<file path="src/hdl/mem_defines.svh">
`ifndef MEM_DEFINES_SVH
`define MEM_DEFINES_SVH

// data and address width
`define MEM_DATA_W 32

// request queue entries and credits granted after reset
`define MEM_FIFO_DEPTH 4

// data memory size in words
`define MEM_RAM_WORDS 256

// wait cycles per access
`define MEM_LATENCY 3

`endif

</file>
<file path="src/hdl/mem_pkg.sv">
`include "mem_defines.svh"

package mem_pkg;

    typedef enum logic [3:0] {
        LB,
        LBU,
        LH,
        LHU,
        LW,
        LWL,
        LWR,
        SB,
        SH,
        SW,
        SWL,
        SWR
    } mem_op_t;

    // one memory word, seen as a whole, as bytes or as halves
    typedef union packed {
        logic [`MEM_DATA_W-1:0]          word;
        logic [`MEM_DATA_W/8-1:0][7:0]   bytes;
        logic [`MEM_DATA_W/16-1:0][15:0] halves;
    } mem_word_t;

    function automatic logic is_store_op(input mem_op_t op);
        return op inside {SB, SH, SW, SWL, SWR};
    endfunction

endpackage

</file>
<file path="src/hdl/mem_access_ctrl.sv">
`include "mem_defines.svh"

module mem_access_ctrl import mem_pkg::*; (
    input  logic                   clk,
    input  logic                   rst_n,
    input  logic                   fifo_empty,
    input  mem_op_t                head_op,
    input  logic [`MEM_DATA_W-1:0] head_addr,
    input  logic [`MEM_DATA_W-1:0] head_data,
    input  logic                   timer_done,
    input  logic                   addr_error,
    input  logic [`MEM_DATA_W-1:0] load_data,
    output logic                   fifo_pop,
    output logic                   timer_start,
    output logic                   ram_we,
    output mem_op_t                cur_op,
    output logic [`MEM_DATA_W-1:0] cur_addr,
    output logic [`MEM_DATA_W-1:0] cur_data,
    output logic                   resp_valid,
    output logic [`MEM_DATA_W-1:0] resp_data,
    output logic                   resp_error
);

    typedef enum logic [1:0] {IDLE, ACCESS, WAIT, RESPOND} state_t;

    state_t state;
    state_t state_nx;
    logic   err_q;
    logic   access_end;

    assign access_end  = (state == WAIT) && timer_done;
    assign fifo_pop    = (state == IDLE) && !fifo_empty;
    assign timer_start = (state == ACCESS) && !addr_error;
    // erroneous stores never reach WAIT
    assign ram_we      = access_end && is_store_op(cur_op);
    assign resp_valid  = state == RESPOND;
    assign resp_error  = resp_valid && err_q;

    always_comb begin
        state_nx = state;
        case (state)
            IDLE:    if (!fifo_empty) state_nx = ACCESS;
            ACCESS:  state_nx = addr_error ? RESPOND : WAIT;
            WAIT:    if (timer_done) state_nx = RESPOND;
            RESPOND: state_nx = IDLE;
            default: state_nx = IDLE;
        endcase
    end

    always_ff @(posedge clk) begin
        if (!rst_n) begin
            state <= IDLE;
            err_q <= 1'b0;
        end else begin
            state <= state_nx;
            if (state == ACCESS)
                err_q <= addr_error;
        end
    end

    always_ff @(posedge clk) begin
        if (fifo_pop) begin
            cur_op   <= head_op;
            cur_addr <= head_addr;
            cur_data <= head_data;
        end
        if (access_end && !is_store_op(cur_op))
            resp_data <= load_data;
    end

endmodule

</file>
<file path="config.mk">
export PLATFORM = sky130hd
export DESIGN_NAME = mem_access_ctrl
export DESIGN_NICKNAME = d
export VERILOG_FILES = /design/src/hdl/mem_pkg.sv /design/src/hdl/mem_access_ctrl.sv
export VERILOG_INCLUDE_DIRS = /design/src /design/src/hdl
export SDC_FILE = /design/constraint.sdc
export NUM_CORES = 1
export LEC_CHECK = 0
export ABC_AREA = 1
export BUFFER_PORTS_ARGS = -buffer_cell sky130_fd_sc_hd__buf_4
export CORE_ASPECT_RATIO = 0.8
export CORE_MARGIN = 4
export CORE_UTILIZATION = 45
export CTS_CLUSTER_SIZE = 8
export DETAILED_ROUTE_END_ITERATION = 16
export HOLD_SLACK_MARGIN = 0.06
export PLACE_DENSITY = 0.84
export REMOVE_ABC_BUFFERS = 1
export SETUP_SLACK_MARGIN = 0.2
export SLEW_MARGIN = 20
export SYNTH_ARGS = -nofsm -noshare
export SYNTH_HDL_FRONTEND = slang
export SYNTH_SLANG_ARGS = --single-unit
</file>
<file path="constraint.sdc">
create_clock -name clk -period 9.3 [get_ports clk]
set_clock_uncertainty 0.05 [all_clocks]
set_input_delay 0.465 -clock clk [delete_from_list [all_inputs] [get_ports clk]]
set_output_delay 0.465 -clock clk [all_outputs]
set_load 0.02 [all_outputs]
</file>
## Word-level counts from Yosys, hierarchy flattened

Cells that the tools add are included.

- Memories kept: 0
- Bits in read-only memories: 0
- Word-level logic and storage cells: 32
- Bits in registers: 103
- RAM bits: 0
- Latch bits: 0

- Bitwise logic cells: 0
- Reductions and logical operators: 12
- Shift operators: 0
- Equality and inequality tests: 10
- Muxes and demuxes: 4
- Order comparisons: 0
- Divide/modulo/power cells: 0
- Add/sub/neg operators: 0
- $mul: 0

Operators by type and width:

| kind | number |
|---|---|
| $eq 4x4->1 const B | 4 |
| $pmux 2 s4 | 1 |
| $logic_and 1x1->1 | 6 |
| $reduce_bool 5->1 | 1 |
| $eq 2x2->1 const B | 2 |
| $eq 4x3->1 const B | 1 |
| $mux 2 | 2 |
| $ne 2x2->1 const B | 2 |
| $logic_not 1->1 | 3 |
| $eq 2x1->1 const B | 1 |
| $logic_not 2->1 | 1 |
| $reduce_and 2->1 | 1 |
| $mux 1 | 1 |

## Logic depth before layout (Yosys ltp)

- Depth in word-level cells: 4
- Depth in mapped cells: 7
- Mapped depth without buffers: 7

## Least setup slack after synthesis

No wires, ideal clock.

- Path type: register -> register
- From: register state[1]
- To: register cur_addr[0], enable pin
- Buffers on the path: 0
- Slack: 4,932 ps
- Stages on the path, launching flop included: 5
- Library setup time: 508 ps
- Clock period less this slack: 4,368 ps
- Arrival: 3,810 ps
- Cell sequence: dfxtp_1 > inv_1 > ha_1 > inv_1 > nor2_1

- Longest elaborated chain between the ends: 2

RTL lines:

| element | line | source |
|---|---|---|
| from (decl) | mem_access_ctrl.sv:26 | `state_t state;` |
| from (signal assigned) | mem_access_ctrl.sv:55 | `state <= state_nx;` |
| $logic_not 2->1 | mem_access_ctrl.sv:32 | `assign fifo_pop = (state == IDLE) && !fifo_empty;` |
| $logic_and 1x1->1 | mem_access_ctrl.sv:32 |  |
| named net fifo_pop | mem_access_ctrl.sv:13 | `output logic fifo_pop,` |
| to (signal assigned) | mem_access_ctrl.sv:64 | `cur_addr <= head_addr;` |
| to (decl) | mem_access_ctrl.sv:17 | `` output logic [`MEM_DATA_W-1:0] cur_addr, `` |

The timed path passes the listed nets, and every way through them passes these cells.
A chain may end at the register's enable or synchronous reset.

## Final worst setup path

- From: register state[1]
- To: output fifo_pop

- Longest elaborated chain between the ends: 2

RTL lines:

| element | line |
|---|---|
| $logic_not 2->1 | mem_access_ctrl.sv:32 |
| $logic_and 1x1->1 | mem_access_ctrl.sv:32 |
| to (decl) | mem_access_ctrl.sv:13 |

Every way passes these cells.

==> results.cfg <==
[cells_and_area]
drive_gt1_frac = 0.634
antenna_cells = 0
areaGrowthSynthToFinish_pct = 57.7
regArea_um2 = 3060
num-nets-final = 474
num-fill-cells = 454
multi_input_area_um2 = 214
post-route-util = 0.745

[setup_path]
cp.arrival_ns = 2.64
cp_cell_sequence = inv_1 -> ha_1 -> inv_1 -> nor2_4 -> buf_4 -> buf_4
critPathBufInv = 4
endpoint_kind = primary output
critical_path_class = reg -> out
rr_worst_depth = 5
r2r-end = cur_addr[13]$_DFFE_PP_
max_stage_delay_ns = 0.71
worstPathMaxFanout = 36
startpoint_type = register
rrSetupSlack_ns = 6.84
cp_slowest_cell = nor2_4
critical_path.top_delay_family = buffers and inverters
worstPathRequired_ns = 8.79
reg2reg_from = state[1]$_SDFFE_PN0P_

[logic_synthesis]
synthTopCellsByArea = edfxtp_1 (91%), ha_1 (1.9%), dfxtp_1 (1.8%), inv_1 (1.0%), nand2_1 (0.68%)
ys_ff_latch = 103
synth_cells = 142
avgSynthCellArea_um2 = 23.3
synth_top_area_cell = edfxtp_1
yosysSeqAreaShare = 0.927
ys_types = 18
synth_top_area_share = 0.909
synthArstFlopShare = 0
yosysWarnings = 0
synth_edf_count = 100
yosys_most_used_dff = edfxtp_1
syn_area_um2 = 3300
synth.most_common_cell = edfxtp_1
yosys-top-cells-count = edfxtp_1 (100), inv_1 (9), nand2_1 (6)

[routing]
drc_errors = 0
routedWlPerCell_um = 18.2
vias = 2135
antenna_left = 0
drtIter0Drc = 92
totalWireLength_um = 8290
viasPerCell = 4.68
drt_pre_antenna_iters = 4

[min_path]
min_path_type = in -> reg
whs_endpoint = resp_data[8]$_DFFE_PP_
worstHoldPathCells = 1
hp-start = load_data[8]

[global_routing]
grt_pass1_wl_um = 12500
antenna_found_initial = 0
track_usage = 0.188
grt_overflow = 0
grt_max_degree = 37
grt_pass1_vias = 2311

[status]
outcome = finished, final reports clean

[die]
start_util = 0.473
core_um2 = 6990
rows = 27
die-area_um2 = 8790
fp.dieH_um = 84.6
fp.dieW_um = 104
ios = 210

[sta]
fin_crit_ns = 3.15
setup_viol = 0
hold_violations = 0
tightest_slew_ns = 0.946
maxSlewViolCount = 0
slew_headroom = 0.368
grt_setup_unrepaired = false
fmax_mhz = 317
setup-tns-final_ns = 0
fin_crit_sh = 0.339
setup_ws_ns = 6.15

[clock_tree]
cts_max_level = 3
cts.sink_count = 103
cts_tree = done
cts-resized-gates = 0
cts_root_buffer = clkbuf_8
path_clk_slew_ns = 0.10
clock_latency_ns = 0.34
cts_buffers = 9
post_cts_buffers = 0
holdBufCountCts = 0
clockBufferDepth = 2

[pwr]
ir_drop_uv = 150
p_leak_nw = 2.22
powerDensity_nw_per_um2 = 251

[placed_design]
dpl.hpwl_um = 6550
io_buffers = 209
routabilityCongestion = 0.785
dp_worst_setup_slack_ns = 6.50

[job]
drv_cap = 0
==> cell type report <==
type                    count  share of cell area
multi-input cells          29              0.0411
flip-flops and latches    103               0.588
well taps                  87              0.0209
clock buffers              10              0.0245
inverters                  10             0.00720
clock inverters             6              0.0146
repair buffers            211               0.304
==> cell families (layout without fill, tap and decap cells) <==
kind of cell | count (synthesis) | after routing | share of synthesized area
compound gates | 5 | 5 | 0.0129
fa+ha+maj | 5 | 5 | 0.0189
buf+inv | 10 | 237 | 0.0114
flops | 103 | 103 | 0.927
simple gates | 19 | 19 | 0.0299
==> worst max-delay path by stage <==
stage | startpoint | end | slack [ns] | cells past startpoint
final | state[1]$_SDFFE_PN0P_ | fifo_pop | 6.15 | 6
after floorplan | state[1]$_SDFFE_PN0P_ | cur_addr[0]$_DFFE_PP_ | 4.93 | 4
after detailed placement | state[1]$_SDFFE_PN0P_ | fifo_pop | 6.50 | 6
after global routing | state[1]$_SDFFE_PN0P_ | fifo_pop | 5.90 | 6
after CTS | state[1]$_SDFFE_PN0P_ | fifo_pop | 6.10 | 6
after global placement | state[1]$_SDFFE_PN0P_ | fifo_pop | 6.59 | 6
==> per-stage QoR <==
step                      cells  total power, mW  cell area [um^2]  hold WS, ns
after floorplan             142            0.863              3300        0.425
after global placement      440             1.03              5010        0.475
after detailed placement    440             1.04              5010        0.476
after CTS                   456             1.32              5210        0.213
after global routing        456             1.37              5210        0.199
final                       456             1.31              5210        0.235
==> state kept, by name, indices dropped and copies added (netlist names) <==
name,cells
cur_addr,32
cur_data,32
cur_op,4
err_q,1
resp_data,32
state,2
==> power by group <==
group | switching, mW | internal (mW) | total, mW | leakage [nW]
clock network | 0.151 | 0.130 | 0.280 | 0.104
registers | 0.0290 | 0.623 | 0.652 | 0.959
logic | 0.226 | 0.149 | 0.375 | 1.15
total | 0.406 | 0.902 | 1.31 | 2.22
==> layout by cell type (no fill, tap or decap), types with 2 or more instances in the layout <==
master / count
nand2_1: 6
buf_4: 211
nor2_1: 3
dfxtp_1: 3
ha_1: 5
nor2_4: 3
clkbuf_8: 9
inv_1: 9
inv_8: 3
nand2_2: 2
edfxtp_1: 100
==> layer usage <==
metal	up-vias	track usage	part of all wire
li1	978	-	-
met1	1023	0.194	0.34
met2	124	0.357	0.56
met3	10	0.0707	0.091
met4	0	0.0543	0.0094
met5	-	0	0
(Power assumes the default switching activity.)
