==> config.mk <==
export PLATFORM = sky130hd
export DESIGN_NAME = load_store_align
export DESIGN_NICKNAME = d
export VERILOG_FILES = /design/src/hdl/mem_pkg.sv /design/src/hdl/load_store_align.sv
export VERILOG_INCLUDE_DIRS = /design/src /design/src/hdl
export SDC_FILE = /design/constraint.sdc
export NUM_CORES = 1
export LEC_CHECK = 0
export ABC_CLOCK_PERIOD_IN_PS = 3500
export BUFFER_PORTS_ARGS = -buffer_cell sky130_fd_sc_hd__buf_2
export CAP_MARGIN = 20
export CORE_MARGIN = 2
export CORE_UTILIZATION = 45
export DETAILED_ROUTE_END_ITERATION = 10
export PLACE_DENSITY = 0.84
export SLEW_MARGIN = 10
export SYNTH_ARGS = -nofsm -noshare
export SYNTH_HDL_FRONTEND = slang
export SYNTH_SLANG_ARGS = --single-unit
==> constraint.sdc <==
create_clock -name vclk -period 3.5
set_input_delay 0.875 -clock vclk [all_inputs]
set_output_delay 0.875 -clock vclk [all_outputs]
set_load 0.01 [all_outputs]
==> src/hdl/mem_defines.svh <==
`ifndef MEM_DEFINES_SVH
`define MEM_DEFINES_SVH

// data and address width
`define MEM_DATA_W 32

// request queue entries and credits granted after reset
`define MEM_FIFO_DEPTH 4

// data memory size in words
`define MEM_RAM_WORDS 256

// wait cycles per access
`define MEM_LATENCY 3

`endif

==> src/hdl/mem_pkg.sv <==
`include "mem_defines.svh"

package mem_pkg;

    typedef enum logic [3:0] {
        LB,
        LBU,
        LH,
        LHU,
        LW,
        LWL,
        LWR,
        SB,
        SH,
        SW,
        SWL,
        SWR
    } mem_op_t;

    // one memory word, seen as a whole, as bytes or as halves
    typedef union packed {
        logic [`MEM_DATA_W-1:0]          word;
        logic [`MEM_DATA_W/8-1:0][7:0]   bytes;
        logic [`MEM_DATA_W/16-1:0][15:0] halves;
    } mem_word_t;

    function automatic logic is_store_op(input mem_op_t op);
        return op inside {SB, SH, SW, SWL, SWR};
    endfunction

endpackage

==> src/hdl/load_store_align.sv <==
`include "mem_defines.svh"

module load_store_align import mem_pkg::*; (
    input  mem_op_t                  cur_op,
    input  logic [`MEM_DATA_W-1:0]   cur_addr,
    input  logic [`MEM_DATA_W-1:0]   cur_data,
    input  mem_word_t                ram_rdata,
    output logic [`MEM_DATA_W/8-1:0] ram_mask,
    output mem_word_t                ram_wdata,
    output logic [`MEM_DATA_W-1:0]   load_data,
    output logic                     addr_error
);

    localparam logic [`MEM_DATA_W-1:0] ONES = {`MEM_DATA_W{1'b1}};

    logic [1:0]  off;
    logic [4:0]  lane_sh;
    logic [4:0]  rest_sh;
    logic [7:0]  sel_byte;
    logic [15:0] sel_half;

    assign off      = cur_addr[1:0];
    // bit offset of the addressed lane, and of what lies above it
    assign lane_sh  = {off, 3'b000};
    assign rest_sh  = {~off, 3'b000};
    assign sel_byte = ram_rdata.bytes[off];
    assign sel_half = ram_rdata.halves[off[1]];

    assign addr_error = ((cur_op inside {LH, LHU, SH}) && off[0]) ||
                        ((cur_op inside {LW, SW}) && (off != 2'b00));

    always_comb begin
        load_data = '0;
        case (cur_op)
            LB:      load_data = {{(`MEM_DATA_W-8){sel_byte[7]}}, sel_byte};
            LBU:     load_data = {{(`MEM_DATA_W-8){1'b0}}, sel_byte};
            LH:      load_data = {{(`MEM_DATA_W-16){sel_half[15]}}, sel_half};
            LHU:     load_data = {{(`MEM_DATA_W-16){1'b0}}, sel_half};
            LW:      load_data = ram_rdata.word;
            // memory fills the upper bytes from the addressed lane down
            LWL:     load_data = (cur_data & ((ONES >> 8) >> lane_sh)) |
                                 (ram_rdata.word << rest_sh);
            // memory fills the lower bytes from the addressed lane up
            LWR:     load_data = (cur_data & ~(ONES >> lane_sh)) |
                                 (ram_rdata.word >> lane_sh);
            default: load_data = '0;
        endcase
    end

    always_comb begin
        ram_mask       = '0;
        ram_wdata.word = cur_data;
        case (cur_op)
            SB: begin
                ram_mask       = 4'b0001 << off;
                ram_wdata.word = {(`MEM_DATA_W/8){cur_data[7:0]}};
            end
            SH: begin
                ram_mask       = 4'b0011 << {off[1], 1'b0};
                ram_wdata.word = {(`MEM_DATA_W/16){cur_data[15:0]}};
            end
            SW: begin
                ram_mask       = 4'b1111;
                ram_wdata.word = cur_data;
            end
            SWL: begin
                ram_mask       = 4'b1111 >> ~off;
                ram_wdata.word = cur_data >> rest_sh;
            end
            SWR: begin
                ram_mask       = 4'b1111 << off;
                ram_wdata.word = cur_data << lane_sh;
            end
            default: begin
                // loads touch no lane
                ram_mask       = '0;
                ram_wdata.word = cur_data;
            end
        endcase
    end

endmodule

Yosys cells after proc, flatten, opt, wreduce, memory -nomap -nowiden. Cells that the tools add are included.

Reduce and logical (&&, ||, !) cells: 7. Equal/unequal tests: 11. Magnitude comparators: 2. Shift operators: 10. Multiplexer cells: 7. Bitwise logic cells: 6.

Operators with widths (count): 32-bit case mux with 7 select lines (1); 32-bit case mux with 4 select lines (1); 32-bit bitwise AND (2); 32-bit bitwise OR (2); 32-bit by 5-bit left shift with 32-bit output (2); 32-bit by 5-bit right shift with 32-bit output (2); 16-bit 2-to-1 mux (2); 32-bit NOT (1); 24-bit by 5-bit right shift with 32-bit output, first input constant (1); 32-bit by 5-bit right shift with 32-bit output, first input constant (1); 4-bit case mux with 5 select lines (1); 8-bit binary-select mux with 2-bit select (1); 4-bit by 3-bit == test with 1-bit output, second input constant (4); 4-bit == test, second input constant (4); 4-bit by 2-bit == test with 1-bit output, second input constant (2); 8-bit 2-to-1 mux (1); 4-bit by 1-bit == test with 1-bit output, second input constant (1); 4-bit zero test (1); 2-bit nonzero test (2); 1-bit by 2-bit left shift with 4-bit output, first input constant (1); 2-bit by 2-bit left shift with 4-bit output, first input constant (1); 4-bit by 2-bit left shift with 4-bit output, first input constant (1); 4-bit by 2-bit right shift with 4-bit output, first input constant (1); 2-bit by 3-bit < comparator with 1-bit output, second input constant (1); other kinds (5) (6).

Output and inout bits: 69. Logic and storage cells: 43. Bits in registers: 0. Bits of input ports: 100.

Longest topological paths before layout.
Depth in word-level cells: 5. Gate-level depth with buffers: 8. Mapped depth without buffers: 4.

Worst setup path after synthesis. Ideal clock, no wire load.

Kind: input to output. From: in cur_addr[0]. To: out load_data[25]. Stages: 5. Arrival: 2.153 ns. Setup slack: 0.472 ns. Path through: buf_2 > buf_4 > mux4_2 > a222oi_1 > nand2_1.

Word-level cells in the longest chain between the ends: 5. Elaborated cells on any way between the ends: 13.

Ends and longest elaborated chain: from (decl) (line load_store_align.sv:5) `` input logic [`MEM_DATA_W-1:0] cur_addr, ``; 32-bit by 5-bit right shift with 32-bit output (line load_store_align.sv:44) `LWR: load_data = (cur_data & ~(ONES >> lane_sh)) |`; 32-bit NOT (line load_store_align.sv:44); 32-bit bitwise AND (line load_store_align.sv:44); 32-bit bitwise OR (line load_store_align.sv:44); 32-bit case mux with 7 select lines * (line load_store_align.sv:34) `case (cur_op)`; to (decl) (line load_store_align.sv:10) `` output logic [`MEM_DATA_W-1:0] load_data, ``.

Mark *: on every way between the ends. The rest lies on a longest branch, timed or not. The select of a mux whose other input is x is not followed.

Worst setup path in the final report.
From: in cur_addr[1]. To: out load_data[21].

Same word-level chain as after synthesis.

==> impl_metrics.prom <==
# TYPE chip_impl_metric gauge
chip_impl_metric{name="relSlewSlack",unit=""} 0.462
chip_impl_metric{name="drc",unit=""} 0
chip_impl_metric{name="ctsResizeCount",unit=""} 0
chip_impl_metric{name="wirelength",unit="um"} 13200
chip_impl_metric{name="cts_hold_buf",unit=""} 0
chip_impl_metric{name="power",unit="uW"} 599
chip_impl_info{name="worst-setup-path-type",value="input port to output port"} 1
chip_impl_metric{name="max_stage_delay",unit="ns"} 0.65
chip_impl_metric{name="area_grow_syn2layout",unit="%"} 26.3
chip_impl_metric{name="grt_max_degree",unit=""} 35
chip_impl_metric{name="final_period_demand_of_the_worst_path",unit="ns"} 3.43
chip_impl_metric{name="drv.max_cap_violation_count",unit=""} 0
chip_impl_info{name="grt_setup_unrepaired",value="false"} 1
chip_impl_metric{name="number_of_vias_after_detailed_routing",unit=""} 4422
chip_impl_metric{name="setup_tns",unit="ns"} 0
chip_impl_info{name="crit_path_start_kind",value="input port"} 1
chip_impl_metric{name="worst-endpoint-required",unit="ns"} 2.62
chip_impl_metric{name="least_setup_slack_across_all_paths_after_layout",unit="ns"} 0.0733
chip_impl_metric{name="power.density_cell_area",unit="mW/mm^2"} 144
chip_impl_metric{name="pwr-share-clk",unit=""} 0
chip_impl_metric{name="seq_area_frac_synth",unit=""} 0
chip_impl_metric{name="nNetsFinal",unit=""} 630
chip_impl_metric{name="design.seq.count",unit=""} 0
chip_impl_metric{name="syn-instance-count",unit=""} 403
chip_impl_metric{name="drt-pass1-iter-count",unit=""} 7
chip_impl_metric{name="hold_viol",unit=""} 0
chip_impl_metric{name="dp_hpwl",unit="um"} 9590
chip_impl_metric{name="syn_nets",unit=""} 503
chip_impl_info{name="final_common_cell",value="sky130_fd_sc_hd__buf_2"} 1
chip_impl_metric{name="critical_path.max_fanout",unit=""} 16
chip_impl_metric{name="post_route_cells_drive_above_1_share",unit=""} 0.447
chip_impl_metric{name="area_share_of_the_leading_cell_type_in_the_synthesized_netlist",unit=""} 0.137
chip_impl_metric{name="first_global_vias",unit=""} 3845
chip_impl_info{name="timing.hold.worst.class",value="input port to output port"} 1
chip_impl_metric{name="pwr-share-seq",unit=""} 0
chip_impl_metric{name="ir_worst_vdd",unit="uV"} 115
chip_impl_metric{name="layout.area.seq",unit="sq um"} 0
chip_impl_metric{name="antenna_violating_nets_left",unit=""} 0
chip_impl_metric{name="overflow",unit=""} 0
chip_impl_metric{name="setup-violations-final",unit=""} 0
chip_impl_metric{name="num_antenna_cells",unit=""} 0
chip_impl_metric{name="detail_route.wl_per_cell",unit="um"} 21.0
chip_impl_metric{name="combPwrFrac",unit=""} 1.000
chip_impl_metric{name="slew_viol_final",unit=""} 0
chip_impl_metric{name="number_of_setup_buffers_added_after_cts",unit=""} 0
chip_impl_info{name="result_of_the_run",value="finished, final reports clean"} 1
chip_impl_metric{name="floorplan.io_pins",unit=""} 169
chip_impl_metric{name="p_sw",unit="uW"} 330
chip_impl_info{name="yosysTopAreaCell",value="sky130_fd_sc_hd__mux4_2"} 1
chip_impl_metric{name="die-area",unit="sq mm"} 0.00803
chip_impl_metric{name="p_sw_frac",unit=""} 0.551
chip_impl_info{name="worstSetupEndpointType",value="output port"} 1
chip_impl_metric{name="path_buf_inv",unit=""} 2
chip_impl_info{name="worstPathCellList",value="buf_4, mux2_2, o211ai_2, nand3_1, buf_2"} 1
chip_impl_metric{name="final.clkbuf_count",unit=""} 0
chip_impl_metric{name="leakagePower",unit="uW"} 0.00195
chip_impl_metric{name="start_util",unit=""} 0.460
chip_impl_metric{name="place.port_buffers",unit=""} 139
chip_impl_metric{name="synthesis.area_per_instance",unit="sq um"} 8.19
chip_impl_info{name="final_cell_mix",value="sky130_fd_sc_hd__buf_2 (138), sky130_fd_sc_hd__nand2_1 (64), sky130_fd_sc_hd__mux2i_1 (40)"} 1
chip_impl_metric{name="chipWidth",unit="um"} 89.6
chip_impl_metric{name="grt_use_total",unit=""} 0.300
chip_impl_metric{name="fp.dieH",unit="um"} 89.6
chip_impl_metric{name="floorplan.rows",unit=""} 31
chip_impl_info{name="timing.critical_path.max_delay_family",value="compound AO/OA/AOI/OAI gates"} 1
chip_impl_metric{name="core_area",unit="sq mm"} 0.00718
chip_impl_metric{name="gpl.final_weighted_congestion",unit=""} 0.963
chip_impl_metric{name="drt_iter0_markers",unit=""} 438
chip_impl_metric{name="placement.setup.worst_slack",unit="ns"} 0.0679
chip_impl_info{name="crit_path_top_delay_cell",value="sky130_fd_sc_hd__o211ai_2"} 1
chip_impl_metric{name="antenna_violations_before_repair",unit=""} 0
chip_impl_metric{name="fmax",unit="GHz"} 0.292
chip_impl_metric{name="yosys.cell_types.count",unit=""} 54
chip_impl_metric{name="detail_route.vias_per_cell",unit=""} 7.05
chip_impl_metric{name="synth-warning-count",unit=""} 0
chip_impl_metric{name="arrival",unit="ns"} 2.55
chip_impl_metric{name="min_period_over_period",unit=""} 0.979
chip_impl_metric{name="internal_power",unit="uW"} 269
chip_impl_metric{name="syn_area",unit="sq mm"} 0.00330
chip_impl_metric{name="grt_pass1_wl",unit="um"} 19400
chip_impl_metric{name="worst-slew-pin-transition",unit="ns"} 0.805
chip_impl_info{name="synth_top_cells_by_area",value="sky130_fd_sc_hd__mux4_2 (14%), sky130_fd_sc_hd__mux2i_1 (12%), sky130_fd_sc_hd__nand2_1 (7.3%)"} 1
per-stage QoR:
step	hold WS [ns]	util	instances	area, sq um
6_report	2.13	0.581	627	4170
5_1_grt	2.15	0.581	627	4170
4_1_cts	2.12	0.575	626	4130
3_5_place_dp	2.12	0.575	626	4130
3_3_place_gp	2.12	0.575	626	4130
2_1_floorplan	1.87	-	403	3300
power groups by stage:
stage	combinational [uW]	sequential, uW	clock [uW]
finish	599	0	0
CTS	582	0	0
floorplan	360	0	0
global route	640	0	0
global placement	567	0	0
detailed placement	580	0	0
Yosys cell counts, types with 4 or more instances:
cell,n
sky130_fd_sc_hd__a222oi_1,9
sky130_fd_sc_hd__mux4_2,20
sky130_fd_sc_hd__inv_1,4
sky130_fd_sc_hd__o211ai_1,4
sky130_fd_sc_hd__nand3_1,9
sky130_fd_sc_hd__nand2_1,64
sky130_fd_sc_hd__a221o_1,15
sky130_fd_sc_hd__buf_6,8
sky130_fd_sc_hd__o2111ai_1,6
sky130_fd_sc_hd__mux2i_1,40
sky130_fd_sc_hd__o21ai_0,11
sky130_fd_sc_hd__a32oi_1,4
sky130_fd_sc_hd__nor2_1,16
sky130_fd_sc_hd__a21oi_1,13
sky130_fd_sc_hd__nand2b_1,4
sky130_fd_sc_hd__nor2b_1,6
sky130_fd_sc_hd__buf_2,23
sky130_fd_sc_hd__mux2_2,17
sky130_fd_sc_hd__o2bb2a_1,5
sky130_fd_sc_hd__a22oi_1,31
sky130_fd_sc_hd__buf_4,12
sky130_fd_sc_hd__a221oi_2,7
sky130_fd_sc_hd__o2bb2ai_1,9
sky130_fd_sc_hd__a22o_1,23
area by class of cell:
type	count	area, sq um
multi-input cells	352	3000
inverters	4	15.0
fillers	651	3010
well taps	99	124
repair buffers	172	1030
cells by family after synthesis:
family / count (synthesis) / synth area share
compound gates: 154 / 0.392
simple gates: 120 / 0.191
mux: 77 / 0.316
buf+inv: 51 / 0.0986
xor+xnor: 1 / 0.00266
final timing paths:
path | cells past startpoint | start | slack [ns] | to
setup / recovery | 5 | cur_addr[1] | 0.07 | load_data[21]
hold / removal | 4 | ram_rdata[8] | 2.13 | load_data[8]
per-layer routing:
layer  track usage  share of wire
met5             0              0
met2         0.487           0.47
met1         0.419           0.37
met4         0.103          0.042
met3        0.0219           0.11
Note: power is estimated with default switching activity, not from simulation.
