$ cat src/hdl/mem_defines.svh
`ifndef MEM_DEFINES_SVH
`define MEM_DEFINES_SVH

// data and address width
`define MEM_DATA_W 32

// request queue entries and credits granted after reset
`define MEM_FIFO_DEPTH 4

// data memory size in words
`define MEM_RAM_WORDS 256

// wait cycles per access
`define MEM_LATENCY 3

`endif

$ cat src/hdl/mem_pkg.sv
`include "mem_defines.svh"

package mem_pkg;

    typedef enum logic [3:0] {
        LB,
        LBU,
        LH,
        LHU,
        LW,
        LWL,
        LWR,
        SB,
        SH,
        SW,
        SWL,
        SWR
    } mem_op_t;

    // one memory word, seen as a whole, as bytes or as halves
    typedef union packed {
        logic [`MEM_DATA_W-1:0]          word;
        logic [`MEM_DATA_W/8-1:0][7:0]   bytes;
        logic [`MEM_DATA_W/16-1:0][15:0] halves;
    } mem_word_t;

    function automatic logic is_store_op(input mem_op_t op);
        return op inside {SB, SH, SW, SWL, SWR};
    endfunction

endpackage

$ cat src/hdl/mem_req_fifo.sv
`include "mem_defines.svh"

module mem_req_fifo import mem_pkg::*; (
    input  logic                   clk,
    input  logic                   rst_n,
    input  logic                   req_valid,
    input  mem_op_t                req_op,
    input  logic [`MEM_DATA_W-1:0] req_addr,
    input  logic [`MEM_DATA_W-1:0] req_data,
    input  logic                   fifo_pop,
    output logic                   fifo_empty,
    output mem_op_t                head_op,
    output logic [`MEM_DATA_W-1:0] head_addr,
    output logic [`MEM_DATA_W-1:0] head_data,
    output logic                   credit_return
);

    localparam int PTR_W = $clog2(`MEM_FIFO_DEPTH);

    mem_op_t                op_q   [`MEM_FIFO_DEPTH];
    logic [`MEM_DATA_W-1:0] addr_q [`MEM_FIFO_DEPTH];
    logic [`MEM_DATA_W-1:0] data_q [`MEM_FIFO_DEPTH];

    // extra bit tells full from empty
    logic [PTR_W:0] wr_ptr;
    logic [PTR_W:0] rd_ptr;

    assign fifo_empty = wr_ptr == rd_ptr;
    assign head_op    = op_q[rd_ptr[PTR_W-1:0]];
    assign head_addr  = addr_q[rd_ptr[PTR_W-1:0]];
    assign head_data  = data_q[rd_ptr[PTR_W-1:0]];

    always_ff @(posedge clk) begin
        if (req_valid) begin
            op_q[wr_ptr[PTR_W-1:0]]   <= req_op;
            addr_q[wr_ptr[PTR_W-1:0]] <= req_addr;
            data_q[wr_ptr[PTR_W-1:0]] <= req_data;
        end
    end

    always_ff @(posedge clk) begin
        if (!rst_n) begin
            wr_ptr        <= '0;
            rd_ptr        <= '0;
            credit_return <= 1'b0;
        end else begin
            if (req_valid)
                wr_ptr <= wr_ptr + 1'b1;
            if (fifo_pop)
                rd_ptr <= rd_ptr + 1'b1;
            // one credit back per freed entry
            credit_return <= fifo_pop;
        end
    end

endmodule

$ cat config.mk
export PLATFORM = sky130hd
export DESIGN_NAME = mem_req_fifo
export DESIGN_NICKNAME = d
export VERILOG_FILES = /design/src/hdl/mem_pkg.sv /design/src/hdl/mem_req_fifo.sv
export VERILOG_INCLUDE_DIRS = /design/src /design/src/hdl
export SDC_FILE = /design/constraint.sdc
export NUM_CORES = 1
export LEC_CHECK = 0
export BUFFER_PORTS_ARGS = -buffer_cell sky130_fd_sc_hd__buf_2
export CAP_MARGIN = 20
export CORE_ASPECT_RATIO = 1.5
export CORE_MARGIN = 2
export CORE_UTILIZATION = 55
export CTS_CLUSTER_DIAMETER = 40
export DETAILED_ROUTE_END_ITERATION = 10
export GPL_ROUTABILITY_DRIVEN = 0
export PLACE_DENSITY_LB_ADDON = 0.08
export SLEW_MARGIN = 0
export SYNTH_ARGS = -nofsm -noshare
export SYNTH_HDL_FRONTEND = slang
export SYNTH_SLANG_ARGS = --single-unit
$ cat constraint.sdc
create_clock -name clk -period 5.8 [get_ports clk]
set_input_delay 0.58 -clock clk [delete_from_list [all_inputs] [get_ports clk]]
set_output_delay 0.58 -clock clk [all_outputs]
set_load 0.02 [all_outputs]
* Word level (Yosys, flattened, before mapping)
Memory sizes are Yosys's and may differ from the RTL's. A register that Yosys moved wholly into a read port is not among the register bits.
Cells that the tools add are included.
** Cells by class
- Mux-type cells :: 8
- Equality and inequality tests :: 1
- $mul :: 0
- Reduce and logical (&&, ||, !) cells :: 0
- Order comparisons :: 0
- Bitwise gates (word level) :: 0
- Shift-type cells :: 0
- Add/subtract/negate cells :: 2
- Divide/modulo/power cells :: 0
** Operators by type and width (count)
- 2-to-1 mux 2 bit :: 6
- adder 3 x 1 -> 3 bit, second input constant :: 2
- equality test 3 bit :: 1
- 2-to-1 mux 1 bit :: 2
** Word-level totals
- Bits in read-only memories :: 0
- Bits of input ports :: 72
- Latch bits :: 0
- Register bits after elaboration :: 7
- Memory bits (writable) :: 272
- Word-level logic and storage cells :: 17
- Memories :: 3
** Memories
- addr_q :: words 4, width 32, read ports 1, clocked after memory_dff 1, write ports 1, line mem_req_fifo.sv:21 : logic [`MEM_DATA_W-1:0] addr_q [`MEM_FIFO_DEPTH];
- data_q :: words 4, width 32, read ports 1, clocked after memory_dff 1, write ports 1, line mem_req_fifo.sv:22 : logic [`MEM_DATA_W-1:0] data_q [`MEM_FIFO_DEPTH];
- op_q :: words 4, width 4, read ports 1, clocked after memory_dff 1, write ports 1, line mem_req_fifo.sv:20 : mem_op_t op_q [`MEM_FIFO_DEPTH];

* Longest topological paths before layout
Gate-level depths: netlist (run 1).
- Depth in word-level cells :: 3
- Gate-level depth with buffers :: 4
- Mapped depth without buffers :: 4

* Least setup slack after synthesis (run 1)
No wires, ideal clock.
- Path kind :: input port to flip-flop
- Start :: input req_valid
- End :: memory addr_q[3][0] (netlist bit), enable pin
- Data required time :: 5.367 ns
- Arrival time :: 2.453 ns
- Path slack :: 2.913 ns
- Setup time :: 0.433 ns
- Stages on the path :: 2
- Cells stage by stage :: clkbuf_1 -> and2_1
** Between the ends
- Cells in the longest elaborated chain, start to end :: 2
** RTL lines
- start, declared :: line mem_req_fifo.sv:6 : input logic req_valid,
- 2-to-1 mux 1 bit :: line mem_req_fifo.sv:34 : if (req_valid) begin
- 2-to-1 mux 1 bit (implied by the code) :: line mem_req_fifo.sv:36 : addr_q[wr_ptr[PTR_W-1:0]] <= req_addr;
- end, declared :: line mem_req_fifo.sv:21
No other way between the ends.

==> results by stage, run 1 <==
Status:
- The flow ran to the end, and the final reports show no timing, DRC or antenna violations.

STA:
- The largest clock skew in the final design is roughly 0.011 ns.
- Derived from the worst setup path, the maximum achievable clock frequency is between 300 and 400 MHz.
- The sum of negative setup slack is 0 ns.
- The clock period could shrink to 2.927 ns.
- The final hold slack is roughly 0.27 ns.
- At the pin with the least slew margin, the transition time is 1.066 ns.
- Setup repair after global routing left no endpoint under its margin.
- The number of pins exceeding their max-slew limit in the final report was 0.
- The worst path uses just over 50% of the clock period.
- Setup violations remaining at the end of the flow were counted as 0.
- The headroom to the max-slew limit is 28.93%.
- The number of hold violations in the final report is 0.

Critical path:
- The data required time at the worst endpoint is between 5 and 6 ns.
- The setup path with the least slack is of type flip-flop to output port.
- On the worst path, the slowest cell contributes a delay of slightly below 0.6 ns.
- The highest-delay cell along the critical path is sky130_fd_sc_hd__dfxtp_4.
- The worst setup path is launched from a flip-flop.
- Walking the worst path, the cells encountered are buf_4 -> mux4_2 -> buf_2.
- The nature of the critical path endpoint is an output port.
- Grouping stages by cell kind, the critical path spends the most delay in buffers and inverters.
- The total buffers and inverters traversed by the critical path is 2.
- Counting cells, the worst reg-to-reg path comes to 2.
- The maximum fanout along the worst path is 21.
- The critical path crosses 3 cells after its start point.
- STA puts the critical path data arrival time at around 2.4 ns.

Clock network:
- The count of hold buffers inserted by post-cts repair is 0.
- The TritonCTS clock tree is done.
- The tree built by TritonCTS fans out to 281 sinks.
- Counting the buffers created by CTS gives 27.
- The longest clock path from root to sink contains 3 buffers.
- CTS built an H-tree with a depth of 1.
- Post-CTS repair changed the size of 0 cells.
- Clock latency on the worst-skew pair, taken at its later pin, is 0.52 ns.
- The root buffer cell is sky130_fd_sc_hd__clkbuf_16.
- Clock-pin slew was measured on the worst setup and hold paths at 0.06 ns.
- Once the clock tree was built, the setup fixing pass inserted 0 buffers.

Layout:
- The library cell used most frequently in the layout, excluding fill and tap cells, is sky130_fd_sc_hd__edfxtp_1.
- The end-of-flow core utilization is 65.13%.
- The number of antenna diodes in the final layout is 0.
- In the layout the commonest cells are sky130_fd_sc_hd__edfxtp_1, sky130_fd_sc_hd__buf_2, sky130_fd_sc_hd__mux4_2, sky130_fd_sc_hd__clkbuf_16, sky130_fd_sc_hd__clkbuf_1.
- After the last flow step, the layout net total stands at 630.
- The final instance area is ~12000 um^2.
- The share of final-layout standard cells stronger than drive strength 1 is 44.58%.
- The synthesis-to-finish area growth is 16.80%.

Min path:
- The hold-critical path depth is 1.
- The classification of the worst-slack hold path is primary input to flip-flop.

Global routing:
- The global router's overall resource usage is 17.92%.
- The total overflow reported by the global router is 0.
- The number of antenna violations at the first check in global routing is 1.
- The via count of the first global-routing pass is 4867.
- Entering global routing, the biggest net connects 69 pins.
- The wire length of the first global-routing pass is around 26 mm.

Routing:
- The count of routing violations after the opening detailed-route iteration is 304.
- The count of nets left with antenna violations after detail routing is 0.
- The detailed-route wire length per cell is approximately 21 um.
- The aggregate routed wire length is ~18 mm.
- In the routed layout, each cell is associated on average with a via count of 5.490.
- The routed layout has 4524 vias.
- The iteration count of the initial detailed-routing pass is 6.
- In the routed design, unresolved DRC markers number 0.

Logic synthesis:
- In this run the cell area of the synthesized design comes to 10260 um^2.
- The sequential fraction of the synthesis area is 81.39%.
- The average instance in the mapped netlist occupies around 26 um^2.
- The portion of synthesized cell area occupied by the leading cell type is ~80%.
- The total number of yosys warnings is 0.
- Synthesis inferred 281 register bits.
- Synthesis produced a netlist whose cell count is 398.
- After synthesis, the cell types taking the most area are sky130_fd_sc_hd__edfxtp_1, sky130_fd_sc_hd__mux4_2, sky130_fd_sc_hd__dfxtp_1.
- The unique cell type count in the Yosys netlist is 19.
- The synthesized net count is about 480.
- sky130_fd_sc_hd__edfxtp_1 takes more of the synthesized area than any other cell.

Floorplan:
- For this design the top-level I/O count stands at 142.
- The initial utilization of the core area, before any placement, comes to a little under three fifths.
- The die is approximately 170 um tall.
- After floorplanning, the core was divided into 61 placement rows.
- The overall die width is 115.5 um.
- The overall die area is between 15000 and 20000 um^2.
- The core region area is 18390 um^2.

Placed design:
- The placed wire-length estimate after detailed placement is roughly 9.6 mm.
- Once placement finished, the instance area stood at 11160 um^2.
- The number of buffer cells added on primary ports is 141.

Power:
- The power density of the placed cells is ~370 nW/um^2.
- The worst vdd rail ir drop is about 0.27 mV.
- The analysis attributes to cell leakage a power of 4.035 nW.

Run:
- The max-cap violation count is 0.
## cell usage after synthesis (all sizes together)
cell type	number
a21bo	2
a21oi	2
and2	5
buf	12
clkbuf	5
dfxtp	9
edfxtp	272
ha	5
inv	3
mux2i	2
mux4	68
nand3b	2
nor2	5
nor3	1
xnor2	2
xor2	3
## per-layer routing
layer	wire, um	track usage, %	vias to the layer above
met1	6951	22.55	2356
li1	-	-	2004
met2	9325	31.53	128
met4	340	4.819	2
met5	16	0	-
met3	966	3.946	34
## sequential cells by signal, summed over array words and instances (netlist names), named ones only
| signal | flops |
|---|---|
| wr_ptr | 3 |
| op_q | 16 |
| rd_ptr | 3 |
| data_q | 128 |
| addr_q | 128 |
| credit_return | 1 |
## where the power goes
group | total, mW | leakage [nW] | internal, mW | switching, mW
clock | 1.56 | 0.384 | 0.867 | 0.695
combinational | 0.445 | 1.08 | 0.189 | 0.256
sequential | 2.38 | 2.57 | 2.33 | 0.0469
## cell families (layout without fill, tap and decap cells)
kind of cell	Yosys count	count (layout)	synth area share [%]
DFF	281	281	81.39
muxes	70	70	15.13
buffers and inverters	20	194	1.476
and+or+nand+nor	13	13	0.6830
adders and majority gates	5	5	0.6099
xor gates and xnor gates	5	5	0.4270
AOI/OAI and AO/OA	4	4	0.2928
## worst reg2reg max path, delay by kind of cell, from the launching register on
kind	cells	cell delay, ns
fa+ha+maj	1	0.25
simple gates	1	0.86
flops	1	0.46
## final cells by class
cell class	count	area, um^2
sequential	281	8356
fill	1224	6414
multi-input combinational	97	1768
timing repair buffer	143	740.7
clock buffer	36	709.4
tap	252	315.3
clock inverter	12	80.08
inverter	3	11.26
## path summary, 6_finish.rpt
path	slack (ns)	to	from
max reg2reg	3.79	addr_q[3][15]	wr_ptr[0]
min	0.27	data_q[2][1]	req_data[1]
min reg2reg	0.58	rd_ptr[2]	rd_ptr[2]
max	2.87	head_op[3]	flip-flop
## through the flow
stage          instances  setup WS, ns  power (mW)
6_report             824         2.873       4.384
5_1_grt              824         2.697       4.541
4_1_cts              823         2.201       4.438
3_5_place_dp         775         2.757       2.872
3_3_place_gp         775         2.779       2.859
2_1_floorplan        398         2.914       2.712
No activity file was read; power rests on OpenSTA's default activity.
==> inputs of run 2 (changes only) <==
--- a/config.mk
+++ b/config.mk
@@ -10,7 +10,7 @@
 export CAP_MARGIN = 20
 export CORE_ASPECT_RATIO = 1.5
 export CORE_MARGIN = 2
-export CORE_UTILIZATION = 55
+export CORE_UTILIZATION = 51
 export CTS_CLUSTER_DIAMETER = 40
 export DETAILED_ROUTE_END_ITERATION = 10
 export GPL_ROUTABILITY_DRIVEN = 0
==> constraint.sdc (replaced) <==
create_clock -name clk -period 2.68 [get_ports clk]
set_input_delay 0.268 -clock clk [delete_from_list [all_inputs] [get_ports clk]]
set_output_delay 0.268 -clock clk [all_outputs]
set_load 0.02 [all_outputs]
==> run 2 against run 1 <==
  * Worst hold slack lost 0.21 ns
  * Count of clock-buffer cells in the layout shrank 3
  * Critical path depth is the same
  * Largest cell class unchanged
==> results by stage, run 2 (synthesis results as in run 1) <==
Status:
- The run finished with clean final reports.

Power:
- The clock network fraction of design power is 39.1%.
- Summed over all nets, the switching power comes to approximately 2.2 mW.
- Cell internal power was estimated by the tool at roughly 8 mW.
- The worst vdd rail ir drop is just over 0.6 mV.
- The sequential group share of total power is roughly half.
- The switching power as a share of total power is between 20% and 30%.
- The design draws 10.21 mW.
- In this run the power density over the cells is 785.4 nW/um^2.
- The total leakage power is 4.466 nW.
- The combinational group share of total power is 10.8%.

Clock network:
- Clock-pin slew was measured on the worst setup and hold paths at 0.06 ns.
- The later pin in the worst-skew pair is clocked with a latency of 0.52 ns.
- CTS built an H-tree with a depth of 1.
- In this run the post-CTS setup repair buffer count came out at 0.
- The tree built by TritonCTS fans out to between 200 and 300 sinks.
- The root buffer cell is sky130_fd_sc_hd__clkbuf_16.
- The clock passes through at most 3 buffers.
- The number of buffers created by CTS is 29.
- TritonCTS built the clock tree.

Layout:
- The number of cells in the finished layout apart from fillers is approximately 910.
- Leaving out fill and tap cells, the most frequent cells in the layout are sky130_fd_sc_hd__edfxtp_1, sky130_fd_sc_hd__buf_2, sky130_fd_sc_hd__dlygate4sd3_1, sky130_fd_sc_hd__mux4_2, sky130_fd_sc_hd__clkbuf_16.
- The end-of-flow core utilization is between 60 and 70%.
- The synthesis-to-finish area growth is 26.71%.
- The library cell used most frequently in the layout, excluding fill and tap cells, is sky130_fd_sc_hd__edfxtp_1.
- The count of antenna diodes in the layout is 0.
- After the last flow step, the layout net total stands at around 710.
- The area taken by flip-flops and latches is 8356 um^2.
- Of the cells placed in the final design, the portion with a size suffix greater than 1 is 41.44%.
- After filler insertion, the fill cell instance count of the layout stands at 1347.
- In the final layout, the multi-input gates occupy 1768 um^2.

Routing:
- For this run, the detailed router's first-pass iteration total came to 4.
- The detailed router finished its first iteration with 443 violations.
- For this block, the routed nets add up to between 15 and 20 mm of wire.
- Using the TritonRoute via totals, the vias-per-cell ratio works out to 5.300.
- Across all layers, the routed design uses about 4800 vias.
- The count of nets left with antenna violations after detail routing is 0.
- The total DRC errors in the routed layout is 0.
- After detailed routing, the average wire length per cell comes to 19.68 um.

Global routing:
- The total overflow reported by the global router is 0.
- The first global-routing pass estimated between 20 and 30 mm of wire.
- The maximum number of pins on one net before global-route repair is 37.
- The number of antenna violations at the first check in global routing was 0.
- The via count of the first global-routing pass came to 5302.
- For this run, the total global-route usage over all layers was measured as 17.41%.

Critical path:
- The highest-delay cell along the critical path is sky130_fd_sc_hd__dfxtp_4.
- The endpoint identified for the worst register-to-register timing path is data_q[3][28].
- For the worst flop-to-flop path, the logic depth is 3.
- The data arrival at the endpoint of the critical path is 2.05 ns.
- The number of buffers and inverters on the critical path is 2.
- The worst setup path is launched from a flip-flop.
- Traced cell by cell, the critical path runs through buf_4 -> mux4_2 -> buf_2.
- The worst setup path is captured at an output port.
- The setup path with the least slack is of type flip-flop to output port.
- STA puts the critical path data required time at 2.41 ns.
- Along the worst path, the maximum fanout reaches 35.
- The largest stage delay on the critical path is a little over 0.7 ns.
- The category of cells accounting for the largest share of critical-path delay is flip-flops.
- The source of the worst register-to-register timing path is wr_ptr[0].
- The worst reg-to-reg setup slack is 0.93 ns.

Min path:
- The hold-critical path depth is 2.
- The end of the worst hold path is credit_return.
- In this run the worst hold path is classified as primary input to flip-flop.
- The worst hold path begins at fifo_pop.

Placed design:
- The count of placed standard cells including taps is 794.
- The placed wire-length estimate after detailed placement is 10.63 mm.
- The pre-CTS worst setup slack is 0.8580 ns.
- Port buffering added 141 buffers.

STA:
- Static timing analysis puts the maximum clock frequency at 431.4 MHz.
- For the pin with the worst max-slew slack, the measured transition is 0.5696 ns.
- The worst path in the final design needs a cycle of 2.318 ns, including I/O delays and setup.
- The sum of negative setup slack is 0 ns.
- In the finished design, the share of the clock period the worst path needs comes to 86.50%.
- The headroom to the max-slew limit is 62.03%.
- Setup violations remaining at the end of the flow were counted as 0.
- Setup repair after global routing left no endpoint under its margin.
- The post-route worst setup slack is 0.3617 ns.
- The largest clock skew in the final design is between 0.005 and 0.006 ns.
- The number of hold violations in the final report came to 0.
- The number of pins exceeding their max-slew limit in the final report was 0.

Floorplan:
- For this configuration, the core starts out at a cell density of a little over 50%.
- The number of placement rows is 63.
- The overall die width is 119.8 um.
- The die boundary height is 177.7 um.
- The die covers about 21000 um^2.
- The number of top-level pins is 142.
- The core region area is 19790 um^2.

Run:
- The max-cap violation count is 0.
## run 2: timing repair
action / 4_1_cts / 5_1_grt
gates resized for setup: 0 / 0
hold buffers: 69 / 0
hold endpoints to repair: 273 / 0
## run 2: power groups by stage
stage	logic, mW	registers, mW	clock network, mW
6_report	1.11	5.11	4.00
5_1_grt	1.19	5.12	4.26
4_1_cts	1.13	5.11	4.10
3_5_place_dp	1.05	5.20	0
3_3_place_gp	1.03	5.19	0
2_1_floorplan	0.695	5.17	0
## run 2: stage by stage
stage          hold WS, ns  instance area (um^2)
4_1_cts            0.03504                 13000
3_3_place_gp        0.4770                 11340
5_1_grt            0.06465                 13000
6_report           0.06661                 13000
3_5_place_dp        0.4847                 11340
2_1_floorplan       0.3669                 10260
## run 2: layer usage
layer	track usage [%]	vias to the layer above	share of wire, %
met5	0	-	0
li1	-	2179	-
met3	2.539	30	4.7
met2	29.64	143	52
met1	23.49	2492	41
met4	5.539	0	2.4
## run 2: final cells by class
| class | count | share of cell area [%] |
|---|---|---|
| tap | 260 | 2.503 |
| inverter | 3 | 0.08664 |
| clock inverter | 18 | 1.714 |
| clock buffer | 33 | 5.699 |
| timing repair buffer | 222 | 12.11 |
| multi-input combinational | 97 | 13.60 |
| sequential | 281 | 64.29 |
## run 2: worst max path at each step
stage	slack, ns	cells past startpoint	to	start
2_1_floorplan	0.04	2	addr_q[3][0]	wr_ptr[0]
3_3_place_gp	0.87	3	head_data[13]	flip-flop
3_5_place_dp	0.86	3	head_data[15]	flip-flop
4_1_cts	0.30	3	head_data[15]	flip-flop
5_1_grt	0.25	3	head_data[14]	flip-flop
6_report	0.36	3	head_data[13]	flip-flop
